`config.mk`:
```
export PLATFORM = sky130hd
export DESIGN_NAME = branch_resolve_top
export DESIGN_NICKNAME = d
export VERILOG_FILES = /design/src/design/riscv_isa_pkg.sv /design/src/design/ctrl_xfer_pkg.sv /design/src/design/branch_resolve_top.sv /design/src/design/branch_unit.sv /design/src/design/ctrl_xfer_decoder.sv /design/src/design/pipe_stage.sv
export SDC_FILE = /design/constraint.sdc
export NUM_CORES = 1
export LEC_CHECK = 0
export ABC_AREA = 1
export ABC_CLOCK_PERIOD_IN_PS = 18830
export BUFFER_PORTS_ARGS = -buffer_cell sky130_fd_sc_hd__buf_4
export CORE_MARGIN = 10
export CORE_UTILIZATION = 35
export CTS_CLUSTER_SIZE = 40
export DETAILED_ROUTE_END_ITERATION = 10
export GPL_TIMING_DRIVEN = 0
export PLACE_DENSITY = 0.52
export SYNTH_ARGS = -nofsm -noshare
export SYNTH_HDL_FRONTEND = slang
export SYNTH_SLANG_ARGS = --single-unit
```
`constraint.sdc`:
```
create_clock -name clk_i -period 18.83 [get_ports clk_i]
set_input_delay 4.7075 -clock clk_i [delete_from_list [all_inputs] [get_ports clk_i]]
set_output_delay 4.7075 -clock clk_i [all_outputs]
set_load 0.01 [all_outputs]
```
`src/design/riscv_isa_pkg.sv`:
```
// rv64i base encodings only; no compressed or extension opcodes, pc step fixed at 4 bytes
`default_nettype none

package riscv_isa_pkg;

    // data path width
    localparam int unsigned XLEN = 64;

    typedef logic [XLEN-1:0] bus64_t;   // register operand
    typedef logic [XLEN-1:0] addr_t;    // pc / target address
    typedef logic [31:0]     instr_t;   // raw instruction word
    typedef logic [4:0]      reg_idx_t; // x0..x31

    // next sequential pc offset, no rvc support
    localparam addr_t INSTR_BYTES = addr_t'(4);

    // major opcodes, instr[6:0]
    localparam logic [6:0] OPC_JAL    = 7'b1101111;
    localparam logic [6:0] OPC_JALR   = 7'b1100111;
    localparam logic [6:0] OPC_BRANCH = 7'b1100011;

    // branch funct3, instr[14:12]
    // 3'b010 and 3'b011 are reserved in the isa
    localparam logic [2:0] F3_BEQ  = 3'b000;
    localparam logic [2:0] F3_BNE  = 3'b001;
    localparam logic [2:0] F3_BLT  = 3'b100;
    localparam logic [2:0] F3_BGE  = 3'b101;
    localparam logic [2:0] F3_BLTU = 3'b110;
    localparam logic [2:0] F3_BGEU = 3'b111;

endpackage

`default_nettype wire

```
`src/design/ctrl_xfer_pkg.sv`:
```
// stage payloads assume the riscv_isa_pkg widths; enum values are internal and not tied to isa bits
`default_nettype none

package ctrl_xfer_pkg;

    // kind of control transfer, CT_NONE for everything else
    typedef enum logic [1:0] {
        CT_NONE   = 2'd0,
        CT_JAL    = 2'd1,
        CT_JALR   = 2'd2,
        CT_BRANCH = 2'd3
    } ctrl_xfer_op_t;

    // branch condition, B_NONE covers reserved funct3
    typedef enum logic [2:0] {
        B_EQ   = 3'd0,
        B_NE   = 3'd1,
        B_LT   = 3'd2,
        B_GE   = 3'd3,
        B_LTU  = 3'd4,
        B_GEU  = 3'd5,
        B_NONE = 3'd6
    } branch_op_t;

    // what the issue register holds
    typedef struct packed {
        riscv_isa_pkg::addr_t  pc;
        riscv_isa_pkg::instr_t instr;
        riscv_isa_pkg::bus64_t rs1;          // operand values, already read
        riscv_isa_pkg::bus64_t rs2;
        logic                  pred_taken;   // front end guess
        riscv_isa_pkg::addr_t  pred_target;  // only meaningful when pred_taken
    } issue_pkt_t;

    // what the result register holds
    typedef struct packed {
        logic                     taken;
        riscv_isa_pkg::addr_t     target;
        riscv_isa_pkg::addr_t     next_pc;    // target or pc+4
        logic                     mispredict;
        logic                     link_we;    // jal/jalr with rd != x0
        riscv_isa_pkg::reg_idx_t  link_rd;
        riscv_isa_pkg::bus64_t    link_data;  // return address
    } resolve_pkt_t;

endpackage

`default_nettype wire

```
`src/design/branch_resolve_top.sv`:
```
// resolves one instruction per cycle with 2-cycle latency; no redirect or flush is issued from here
`timescale 1ns/1ps
`default_nettype none

module branch_resolve_top (
    input  logic                     clk_i,
    input  logic                     arst_n_i,

    // issue port
    input  logic                     issue_valid_i,
    output logic                     issue_ready_o,
    input  riscv_isa_pkg::addr_t     issue_pc_i,
    input  riscv_isa_pkg::instr_t    issue_instr_i,
    input  riscv_isa_pkg::bus64_t    issue_rs1_i,
    input  riscv_isa_pkg::bus64_t    issue_rs2_i,
    input  logic                     issue_pred_taken_i,
    input  riscv_isa_pkg::addr_t     issue_pred_target_i,

    // result port
    output logic                     res_valid_o,
    input  logic                     res_ready_i,
    output logic                     res_taken_o,
    output riscv_isa_pkg::addr_t     res_target_o,
    output riscv_isa_pkg::addr_t     res_next_pc_o,
    output logic                     res_mispredict_o,
    output logic                     res_link_we_o,
    output riscv_isa_pkg::reg_idx_t  res_link_rd_o,
    output riscv_isa_pkg::bus64_t    res_link_data_o
);

    import riscv_isa_pkg::*;
    import ctrl_xfer_pkg::*;

    issue_pkt_t     issue_d;
    issue_pkt_t     issue_q;
    logic           issue_vld;     // issue register occupied
    logic           result_rdy;    // result stage can accept

    ctrl_xfer_op_t  ctrl_xfer_op;
    branch_op_t     branch_op;
    bus64_t         imm;
    reg_idx_t       rd;

    logic           taken;
    addr_t          target;
    addr_t          next_pc;
    bus64_t         link_data;
    logic           mispredict;
    logic           link_we;

    resolve_pkt_t   resolve_d;
    resolve_pkt_t   resolve_q;

    // bundle the loose issue fields
    assign issue_d.pc          = issue_pc_i;
    assign issue_d.instr       = issue_instr_i;
    assign issue_d.rs1         = issue_rs1_i;
    assign issue_d.rs2         = issue_rs2_i;
    assign issue_d.pred_taken  = issue_pred_taken_i;
    assign issue_d.pred_target = issue_pred_target_i;

    pipe_stage #(.payload_t(issue_pkt_t)) issue_stage (
        .clk_i    (clk_i),
        .arst_n_i (arst_n_i),
        .valid_i  (issue_valid_i),
        .ready_o  (issue_ready_o),
        .data_i   (issue_d),
        .valid_o  (issue_vld),
        .ready_i  (result_rdy),  // backpressure chains through
        .data_o   (issue_q)
    );

    ctrl_xfer_decoder u_decoder (
        .instr_i        (issue_q.instr),
        .ctrl_xfer_op_o (ctrl_xfer_op),
        .branch_op_o    (branch_op),
        .imm_o          (imm),
        .rd_o           (rd)
    );

    branch_unit u_branch_unit (
        .ctrl_xfer_op_i (ctrl_xfer_op),
        .branch_op_i    (branch_op),
        .pc_i           (issue_q.pc),
        .data_rs1_i     (issue_q.rs1),
        .data_rs2_i     (issue_q.rs2),
        .imm_i          (imm),
        .taken_o        (taken),
        .target_o       (target),
        .result_o       (next_pc),
        .reg_data_o     (link_data)
    );

    // wrong direction, or right direction but wrong place
    assign mispredict = (issue_q.pred_taken != taken) ||
                        (taken && issue_q.pred_taken && (issue_q.pred_target != target));

    // x0 destination writes nothing
    assign link_we = ((ctrl_xfer_op == CT_JAL) || (ctrl_xfer_op == CT_JALR)) && (rd != '0);

    assign resolve_d.taken      = taken;
    assign resolve_d.target     = target;
    assign resolve_d.next_pc    = next_pc;
    assign resolve_d.mispredict = mispredict;
    assign resolve_d.link_we    = link_we;
    assign resolve_d.link_rd    = rd;
    assign resolve_d.link_data  = link_data;

    pipe_stage #(.payload_t(resolve_pkt_t)) result_stage (
        .clk_i    (clk_i),
        .arst_n_i (arst_n_i),
        .valid_i  (issue_vld),
        .ready_o  (result_rdy),
        .data_i   (resolve_d),
        .valid_o  (res_valid_o),
        .ready_i  (res_ready_i),
        .data_o   (resolve_q)
    );

    // unpack onto the result port
    assign res_taken_o      = resolve_q.taken;
    assign res_target_o     = resolve_q.target;
    assign res_next_pc_o    = resolve_q.next_pc;
    assign res_mispredict_o = resolve_q.mispredict;
    assign res_link_we_o    = resolve_q.link_we;
    assign res_link_rd_o    = resolve_q.link_rd;
    assign res_link_data_o  = resolve_q.link_data;

endmodule

`default_nettype wire

```
`src/design/branch_unit.sv`:
```
// purely combinational; no misaligned-target trap, jalr target is rs1+imm with bit 0 cleared
`timescale 1ns/1ps
`default_nettype none

module branch_unit (
    input  ctrl_xfer_pkg::ctrl_xfer_op_t  ctrl_xfer_op_i,
    input  ctrl_xfer_pkg::branch_op_t     branch_op_i,

    input  riscv_isa_pkg::addr_t          pc_i,
    input  riscv_isa_pkg::bus64_t         data_rs1_i,
    input  riscv_isa_pkg::bus64_t         data_rs2_i,
    input  riscv_isa_pkg::bus64_t         imm_i,

    output logic                          taken_o,
    output riscv_isa_pkg::addr_t          target_o,
    output riscv_isa_pkg::addr_t          result_o,
    output riscv_isa_pkg::bus64_t         reg_data_o
);

    import riscv_isa_pkg::*;
    import ctrl_xfer_pkg::*;

    logic   equal;
    logic   less;      // signed compare
    logic   less_u;    // unsigned compare
    logic   cond_met;  // branch condition result
    addr_t  pc_rel;    // pc + imm, shared by jal and branch
    addr_t  jalr_sum;
    addr_t  pc_next;   // sequential pc

    assign equal  = (data_rs1_i == data_rs2_i);
    assign less   = ($signed(data_rs1_i) < $signed(data_rs2_i));
    assign less_u = (data_rs1_i < data_rs2_i);

    assign pc_rel   = pc_i + imm_i;
    assign jalr_sum = data_rs1_i + imm_i;
    assign pc_next  = pc_i + INSTR_BYTES;

    // condition select, reserved funct3 never taken
    always_comb begin
        case (branch_op_i)
            B_EQ:    cond_met = equal;
            B_NE:    cond_met = ~equal;
            B_LT:    cond_met = less;
            B_GE:    cond_met = ~less;
            B_LTU:   cond_met = less_u;
            B_GEU:   cond_met = ~less_u;
            default: cond_met = 1'b0;
        endcase
    end

    always_comb begin
        case (ctrl_xfer_op_i)
            CT_JAL: begin
                taken_o  = 1'b1;               // unconditional
                target_o = pc_rel;
            end
            CT_JALR: begin
                taken_o  = 1'b1;
                target_o = {jalr_sum[XLEN-1:1], 1'b0}; // isa clears lsb
            end
            CT_BRANCH: begin
                taken_o  = cond_met;
                target_o = pc_rel;             // reported even when not taken
            end
            default: begin
                taken_o  = 1'b0;
                target_o = '0;
            end
        endcase
    end

    assign result_o   = taken_o ? target_o : pc_next; // next pc
    assign reg_data_o = pc_next;                      // link value

endmodule

`default_nettype wire

```
`src/design/ctrl_xfer_decoder.sv`:
```
// decodes by opcode alone; jalr funct3 is not checked and illegal words decode as CT_NONE
`timescale 1ns/1ps
`default_nettype none

module ctrl_xfer_decoder (
    input  riscv_isa_pkg::instr_t         instr_i,

    output ctrl_xfer_pkg::ctrl_xfer_op_t  ctrl_xfer_op_o,
    output ctrl_xfer_pkg::branch_op_t     branch_op_o,
    output riscv_isa_pkg::bus64_t         imm_o,
    output riscv_isa_pkg::reg_idx_t       rd_o
);

    import riscv_isa_pkg::*;
    import ctrl_xfer_pkg::*;

    logic [6:0] opcode;
    logic [2:0] funct3;
    bus64_t     j_imm;   // jal offset
    bus64_t     i_imm;   // jalr offset
    bus64_t     b_imm;   // conditional branch offset

    assign opcode = instr_i[6:0];
    assign funct3 = instr_i[14:12];
    assign rd_o   = instr_i[11:7]; // passed on regardless of kind

    // j-type, offset is a multiple of 2
    assign j_imm = {{(XLEN-20){instr_i[31]}},
                    instr_i[19:12],
                    instr_i[20],
                    instr_i[30:21],
                    1'b0};

    // i-type, plain 12 bit
    assign i_imm = {{(XLEN-12){instr_i[31]}}, instr_i[31:20]};

    // b-type, scrambled 13 bit with implied lsb
    assign b_imm = {{(XLEN-12){instr_i[31]}},
                    instr_i[7],
                    instr_i[30:25],
                    instr_i[11:8],
                    1'b0};

    // transfer kind and immediate by opcode
    always_comb begin
        case (opcode)
            OPC_JAL: begin
                ctrl_xfer_op_o = CT_JAL;
                imm_o          = j_imm;
            end
            OPC_JALR: begin
                ctrl_xfer_op_o = CT_JALR;
                imm_o          = i_imm;
            end
            OPC_BRANCH: begin
                ctrl_xfer_op_o = CT_BRANCH;
                imm_o          = b_imm;
            end
            default: begin
                ctrl_xfer_op_o = CT_NONE; // alu, load, store, ...
                imm_o          = '0;
            end
        endcase
    end

    // condition only matters for branches
    always_comb begin
        if (opcode == OPC_BRANCH) begin
            case (funct3)
                F3_BEQ:  branch_op_o = B_EQ;
                F3_BNE:  branch_op_o = B_NE;
                F3_BLT:  branch_op_o = B_LT;
                F3_BGE:  branch_op_o = B_GE;
                F3_BLTU: branch_op_o = B_LTU;
                F3_BGEU: branch_op_o = B_GEU;
                default: branch_op_o = B_NONE; // reserved 010/011
            endcase
        end else begin
            branch_op_o = B_NONE;
        end
    end

endmodule

`default_nettype wire

```
`src/design/pipe_stage.sv`:
```
// one entry, full throughput only because ready_o looks through to ready_i combinationally
`timescale 1ns/1ps
`default_nettype none

module pipe_stage #(
    parameter type payload_t = logic
) (
    input  logic      clk_i,
    input  logic      arst_n_i,

    // upstream side
    input  logic      valid_i,
    output logic      ready_o,
    input  payload_t  data_i,

    // downstream side
    output logic      valid_o,
    input  logic      ready_i,
    output payload_t  data_o
);

    logic      valid_q;
    payload_t  data_q;   // meaningful only while valid_q is set

    // can take a new entry when empty or when the current one leaves now
    assign ready_o = ~valid_q | ready_i;

    always_ff @(posedge clk_i or negedge arst_n_i) begin
        if (!arst_n_i) begin
            valid_q <= 1'b0;
        end else if (ready_o) begin
            valid_q <= valid_i; // load or drain to empty
        end
    end

    // payload only moves on an actual transfer
    always_ff @(posedge clk_i) begin
        if (ready_o && valid_i) begin
            data_q <= data_i;
        end
    end

    assign valid_o = valid_q;
    assign data_o  = data_q;

endmodule

`default_nettype wire

```
==> Yosys cells after proc, flatten, opt, wreduce, memory -nomap -nowiden <==
Index checks and enable logic that the tools add are counted.
{ "totals": {"ff_bits": 491, "latch_bits": 0, "ramBits": 0, "mem_bits_ro": 0, "in_bits": 293, "out_inout_bits": 202, "mem_count": 0} }
{ "op_classes": {"add_sub_neg": 3, "multipliers": 0, "div": 0, "n_lt_le_gt_ge": 2, "n_eq_ne": 19, "n_shift": 0, "mux": 8, "bitwise_logic": 7, "reduce_logical": 12} }
{ "op_table": {"columns": ["cell", "n"], "rows": [
  ["$pmux 64 s3", 1],
  ["$add 64x64->64", 2],
  ["$lt 64x64->1", 2],
  ["$pmux 64 s2", 1],
  ["$add 64x3->64 const B", 1],
  ["$eq 64x64->1", 1],
  ["$mux 64", 1],
  ["$ne 64x64->1", 1],
  ["$eq 7x7->1 const B", 3],
  ["$eq 3x3->1 const B", 6],
  ["$pmux 3 s6", 1],
  ["$eq 3x1->1 const B", 2],
  ["$eq 3x2->1 const B", 2],
  ["$logic_not 3->1", 2],
  ["$pmux 1 s6", 1],
  ["$pmux 2 s3", 1],
  ["$logic_and 1x1->1", 5],
  ["$not 1->1", 5],
  ["$reduce_bool 5->1", 1],
  ["$eq 2x2->1 const B", 2],
  ["$reduce_or 2->1", 2],
  ["$mux 3", 1],
  ["$eq 2x1->1 const B", 1],
  ["$logic_or 1x1->1", 2],
  ["other kinds (3)", 4]
]} }

==> Logic depth before layout (Yosys ltp) <==
{ "logic_depth": {"depth_word": 9, "depth_mapped": 34} }

==> By module <==
A second synthesis with hierarchy kept.
{ "unflattened": {"hier_cells": 3762, "hier_area_um2": 31387.6} }
{ "by_module_without_submodules": {"columns": ["module", "instances", "cells_per_inst", "area_per_inst_um2", "seq_area_each_um2"], "rows": [
  ["branch_unit", 1, 2798, 14477.6, 0.0],
  ["pipe_stage at issue_stage", 1, 295, 8723.4, 8703.3],
  ["pipe_stage at result_stage", 1, 206, 6050.8, 6030.8],
  ["branch_resolve_top", 1, 331, 1311.3, 0.0],
  ["ctrl_xfer_decoder", 1, 132, 824.5, 0.0]
]} }

==> Worst setup path before layout <==
OpenSTA, ideal clock, no wires.
{ "synth_path": {"path_type": "input-to-reg", "from": "input res_ready_i", "to": "register result_stage.data_q (netlist bit result_stage.data_o[0]) (enable)", "setup_time_ns": 0.827, "t_arrival_ns": 14.335, "t_required_ns": 18.003, "setup_slack_ns": 3.668, "stages": 2, "cell_sequence": "inv_1 > a21oi_1"} }
{ "synth_between": {"elab_chain_cells": 2} }
{ "synth_rtl": {"columns": ["element", "line_no", "source"], "rows": [
  ["start: declaration", "branch_resolve_top.sv:21", "input logic res_ready_i,"],
  ["$or 1x1->1", "pipe_stage.sv:26", "assign ready_o = ~valid_q | ready_i;"],
  ["$logic_and 1x1->1", "pipe_stage.sv:38", "if (ready_o && valid_i) begin"],
  ["end signal: assignment", "pipe_stage.sv:39", "data_q <= data_i;"],
  ["end: declaration", "pipe_stage.sv:23", "payload_t data_q;"]
]} }
No other way between the ends.
A chain may end at the register's enable or synchronous reset.

==> Worst setup path in the final report <==
{ "layout_path": {"from": "input res_ready_i", "to": "output issue_ready_o"} }
{ "layout_between": {"elab_chain_cells": 2} }
{ "layout_rtl": {"columns": ["element", "line_no", "source"], "rows": [
  ["$or 1x1->1 (2 in series)", "pipe_stage.sv:26", null],
  ["end: declaration", "branch_resolve_top.sv:11", "output logic issue_ready_o,"]
]} }
No other way between the ends.

==> run metrics <==
Final min period=9.96 ns; CP Launch Type=input port; CTS Buf Count=54; hold_buf cts=0; IO buf count=494; Synth Area in Simple Gates=33.5%; Min Hold Slack=0.482 ns; total grt overflow=0; CTS tree=yes; vias in the first global route=30884; RSZ-0062 raised after global routing=no; final setup fails=0; Setup CP Type=input port to output pin; die area=107000 sq um; first-pass GRT wire length=205000 um; ANT nets after route=0; Hold WC Path Type=register to register; first-pass iteration count of the detailed router=7; multi-input combinational cell area=15300 sq um; worst r2r src=issue_stage.data_o[197]$_DFFE_PP_; largest net degree at the start of global routing=129; main flop type after synthesis=edfxtp_1; outcome=finished, final reports clean; Worst-path clk slew=0.06 ns; register area=14700 sq um; die span in x=327 um; VDD IR-drop max=0.0819 mV; largest family of logic cells by synthesized area=simple AND/OR/NAND/NOR gates; utilization after layout=43.0%; clock root cell=clkbuf_16; DRT iter0 DRCs=2883; Synth Area in Adders=3.67%; Clock Skew=0.0184 ns; DR vias=31734; Hold Crit Start=issue_stage.data_o[202]$_DFFE_PP_; Yosys cell types=57; CP max FO=3; Slew Viols, Final=0; fillers=9682; HPWL after DPL=119000 um; wire per inst=23.2 um; Rows=112; Syn-to-layout area delta=21.8%; CTS Sinks=491; Die H=327 um; later-pin clock latency in the skew report=0.65 ns; Post-CTS Setup Inserts=0; area fraction in compound gates after synthesis=6.71%; post-synthesis xor/xnor area fraction=2.28%; RePlAce Congestion=0.961; Syn Inst Count=4318; mux share of post-synthesis cell area=0%; Syn Area/Cell=7.65 sq um; Yosys reg bits=491; worst-case hold path end point=result_stage.data_o[66]$_DFFE_PP_; total of warnings raised by yosys=0; max-cap viol count=0; Reg2Reg Setup Slack=12.27 ns; core area=93500 sq um; DRT Wirelength=143000 um; Slew @ Worst Pin=1.20 ns; number of synthesized flops with an enable pin=489; Max Clock Freq=100 MHz; antenna violations before repair=1; Setup crit end kind=output pin; post-DR vias/cell=5.14; total track usage=25.9%; Post-CTS Resized=0; Synth Net Count=4708; leak pwr=19.3 nW; period utilisation layout=52.9%; Crit path arrival time=5.25 ns; Bufs on Longest Clock Path=3; hold path cells=0; reg2reg end=result_stage.data_o[70]$_DFFE_PP_; H-Tree Depth=2; sequential share of the synthesized area=44.6%; # IOs=495; Power Dens Cells=71.2 nW/um^2; DRC Markers=0; endpoints failing hold=0; worst path required time=14.12 ns; Initial Util=35.3%; Async SR Flop Fraction=0.407%; final net count=5268; layout cells sized above 1=17.0%; max_slew headroom=18.9%; synthesized area=33000 sq um; worst r2r path cells=27
## layout make-up
class                           instances  share of cell area [%]
Clock inverter                         34                   0.684
Tap cell                             1254                    3.90
Multi-Input combinational cell       3062                    38.0
Sequential cell                       491                    36.6
Inverter                              672                    6.30
Buffer                                 93                    1.27
Timing Repair Buffer                  504                    9.81
Antenna cell                            1                 0.00622
Clock buffer                           63                    3.44
## Yosys cell counts, types with 7 or more instances
cell / count / share of area [%]
nand3_1: 384 / 5.8
nor2_2: 59 / 1.1
buf_1: 10 / 0.11
o211ai_1: 7 / 0.16
nor2_1: 310 / 3.5
nand2_2: 80 / 1.5
nor2_4: 20 / 0.68
a21oi_1: 114 / 1.7
buf_6: 7 / 0.24
nor4_1: 20 / 0.38
xnor2_1: 12 / 0.32
o21ai_1: 23 / 0.35
inv_2: 18 / 0.20
buf_2: 29 / 0.44
xor2_1: 74 / 2.0
a211oi_1: 7 / 0.16
clkbuf_1: 36 / 0.41
o41ai_1: 70 / 1.9
buf_4: 8 / 0.18
nand4_1: 60 / 1.1
inv_1: 648 / 7.4
o21ai_0: 117 / 1.8
nand2_1: 1437 / 16
and2_1: 9 / 0.17
ha_1: 97 / 3.7
nor3_1: 51 / 0.77
edfxtp_1: 489 / 44
or2_2: 11 / 0.21
nand3b_1: 45 / 1.0
## sequential cells by signal (all words and copies together) (netlist names)
register / cells
result_stage.valid_o: 1
issue_stage.valid_o: 1
issue_stage.data_o: 289
result_stage.data_o: 200
## per-layer routing
layer  track usage, %  wire length, um  vias to the layer above
met3             3.56            10600                      170
met1             35.4            62700                    15022
met5                0                0                        -
met4             7.32             4150                        0
met2             42.4            65900                     1259
li1                 -                -                    15283
## logic make-up (layout without fill, tap and decap cells)
family	Yosys count	after routing
fa+ha+maj	97	97
compound gates	365	365
simple gates	2514	2514
flops	491	491
other cells	0	1
buf+inv	765	1366
xor+xnor	86	86
## power breakdown
group	internal [W]	total (W)	switching (W)
Clock	0.000568	0.00102	0.000454
Sequential	0.00132	0.00137	0.0000583
Combinational	0.000176	0.000467	0.000290
## cells in the final DEF, fill, tap and decap left out, types with 11 or more instances in the layout
| master | netlist | routed |
|---|---|---|
| a21oi_1 | 114 | 113 |
| buf_2 | 29 | 29 |
| buf_4 | 8 | 502 |
| clkbuf_1 | 36 | 45 |
| clkbuf_16 | 0 | 54 |
| clkinv_1 | 5 | 23 |
| edfxtp_1 | 489 | 489 |
| ha_1 | 97 | 97 |
| inv_1 | 648 | 647 |
| inv_2 | 18 | 18 |
| nand2_1 | 1437 | 1437 |
| nand2_2 | 80 | 80 |
| nand3_1 | 384 | 384 |
| nand3b_1 | 45 | 45 |
| nand4_1 | 60 | 60 |
| nor2_1 | 310 | 310 |
| nor2_2 | 59 | 59 |
| nor2_4 | 20 | 20 |
| nor3_1 | 51 | 51 |
| nor4_1 | 20 | 20 |
| o21ai_0 | 117 | 117 |
| o21ai_1 | 23 | 23 |
| o41ai_1 | 70 | 70 |
| or2_2 | 11 | 11 |
| xnor2_1 | 12 | 12 |
| xor2_1 | 74 | 74 |
## worst max-delay path: stages
cell,delay [ns]
buf_4,0.11
inv_1,0.11
nand3_1,0.14
buf_4,0.18
## worst max-delay path by stage
stage / start / endpoint / slack [ns] / depth (start not counted)
2_1_floorplan: res_ready_i / result_stage.data_o[0]$_DFFE_PP_ / 3.67 / 2
3_3_place_gp: res_ready_i / result_stage.data_o[186]$_DFFE_PP_ / -0.92 / 3
3_5_place_dp: res_ready_i / issue_ready_o / 8.87 / 4
4_1_cts: res_ready_i / issue_ready_o / 8.86 / 4
5_1_grt: res_ready_i / issue_ready_o / 8.82 / 4
6_report: res_ready_i / issue_ready_o / 8.87 / 4
## per-stage QoR
step	setup TNS (ns)	power [W]	cells	worst slack, ns	area, sq um
final	0	0.00286	6174	8.87	40200
after global routing	0	0.00299	6174	8.82	40200
after CTS	0	0.00289	6173	8.86	40200
after detailed placement	0	0.00186	6076	8.87	38600
after global placement	-168.62	0.00189	6066	-0.917	38300
after floorplan	0	0.00165	4318	3.67	33000
No activity file was read; power rests on OpenSTA's default activity.
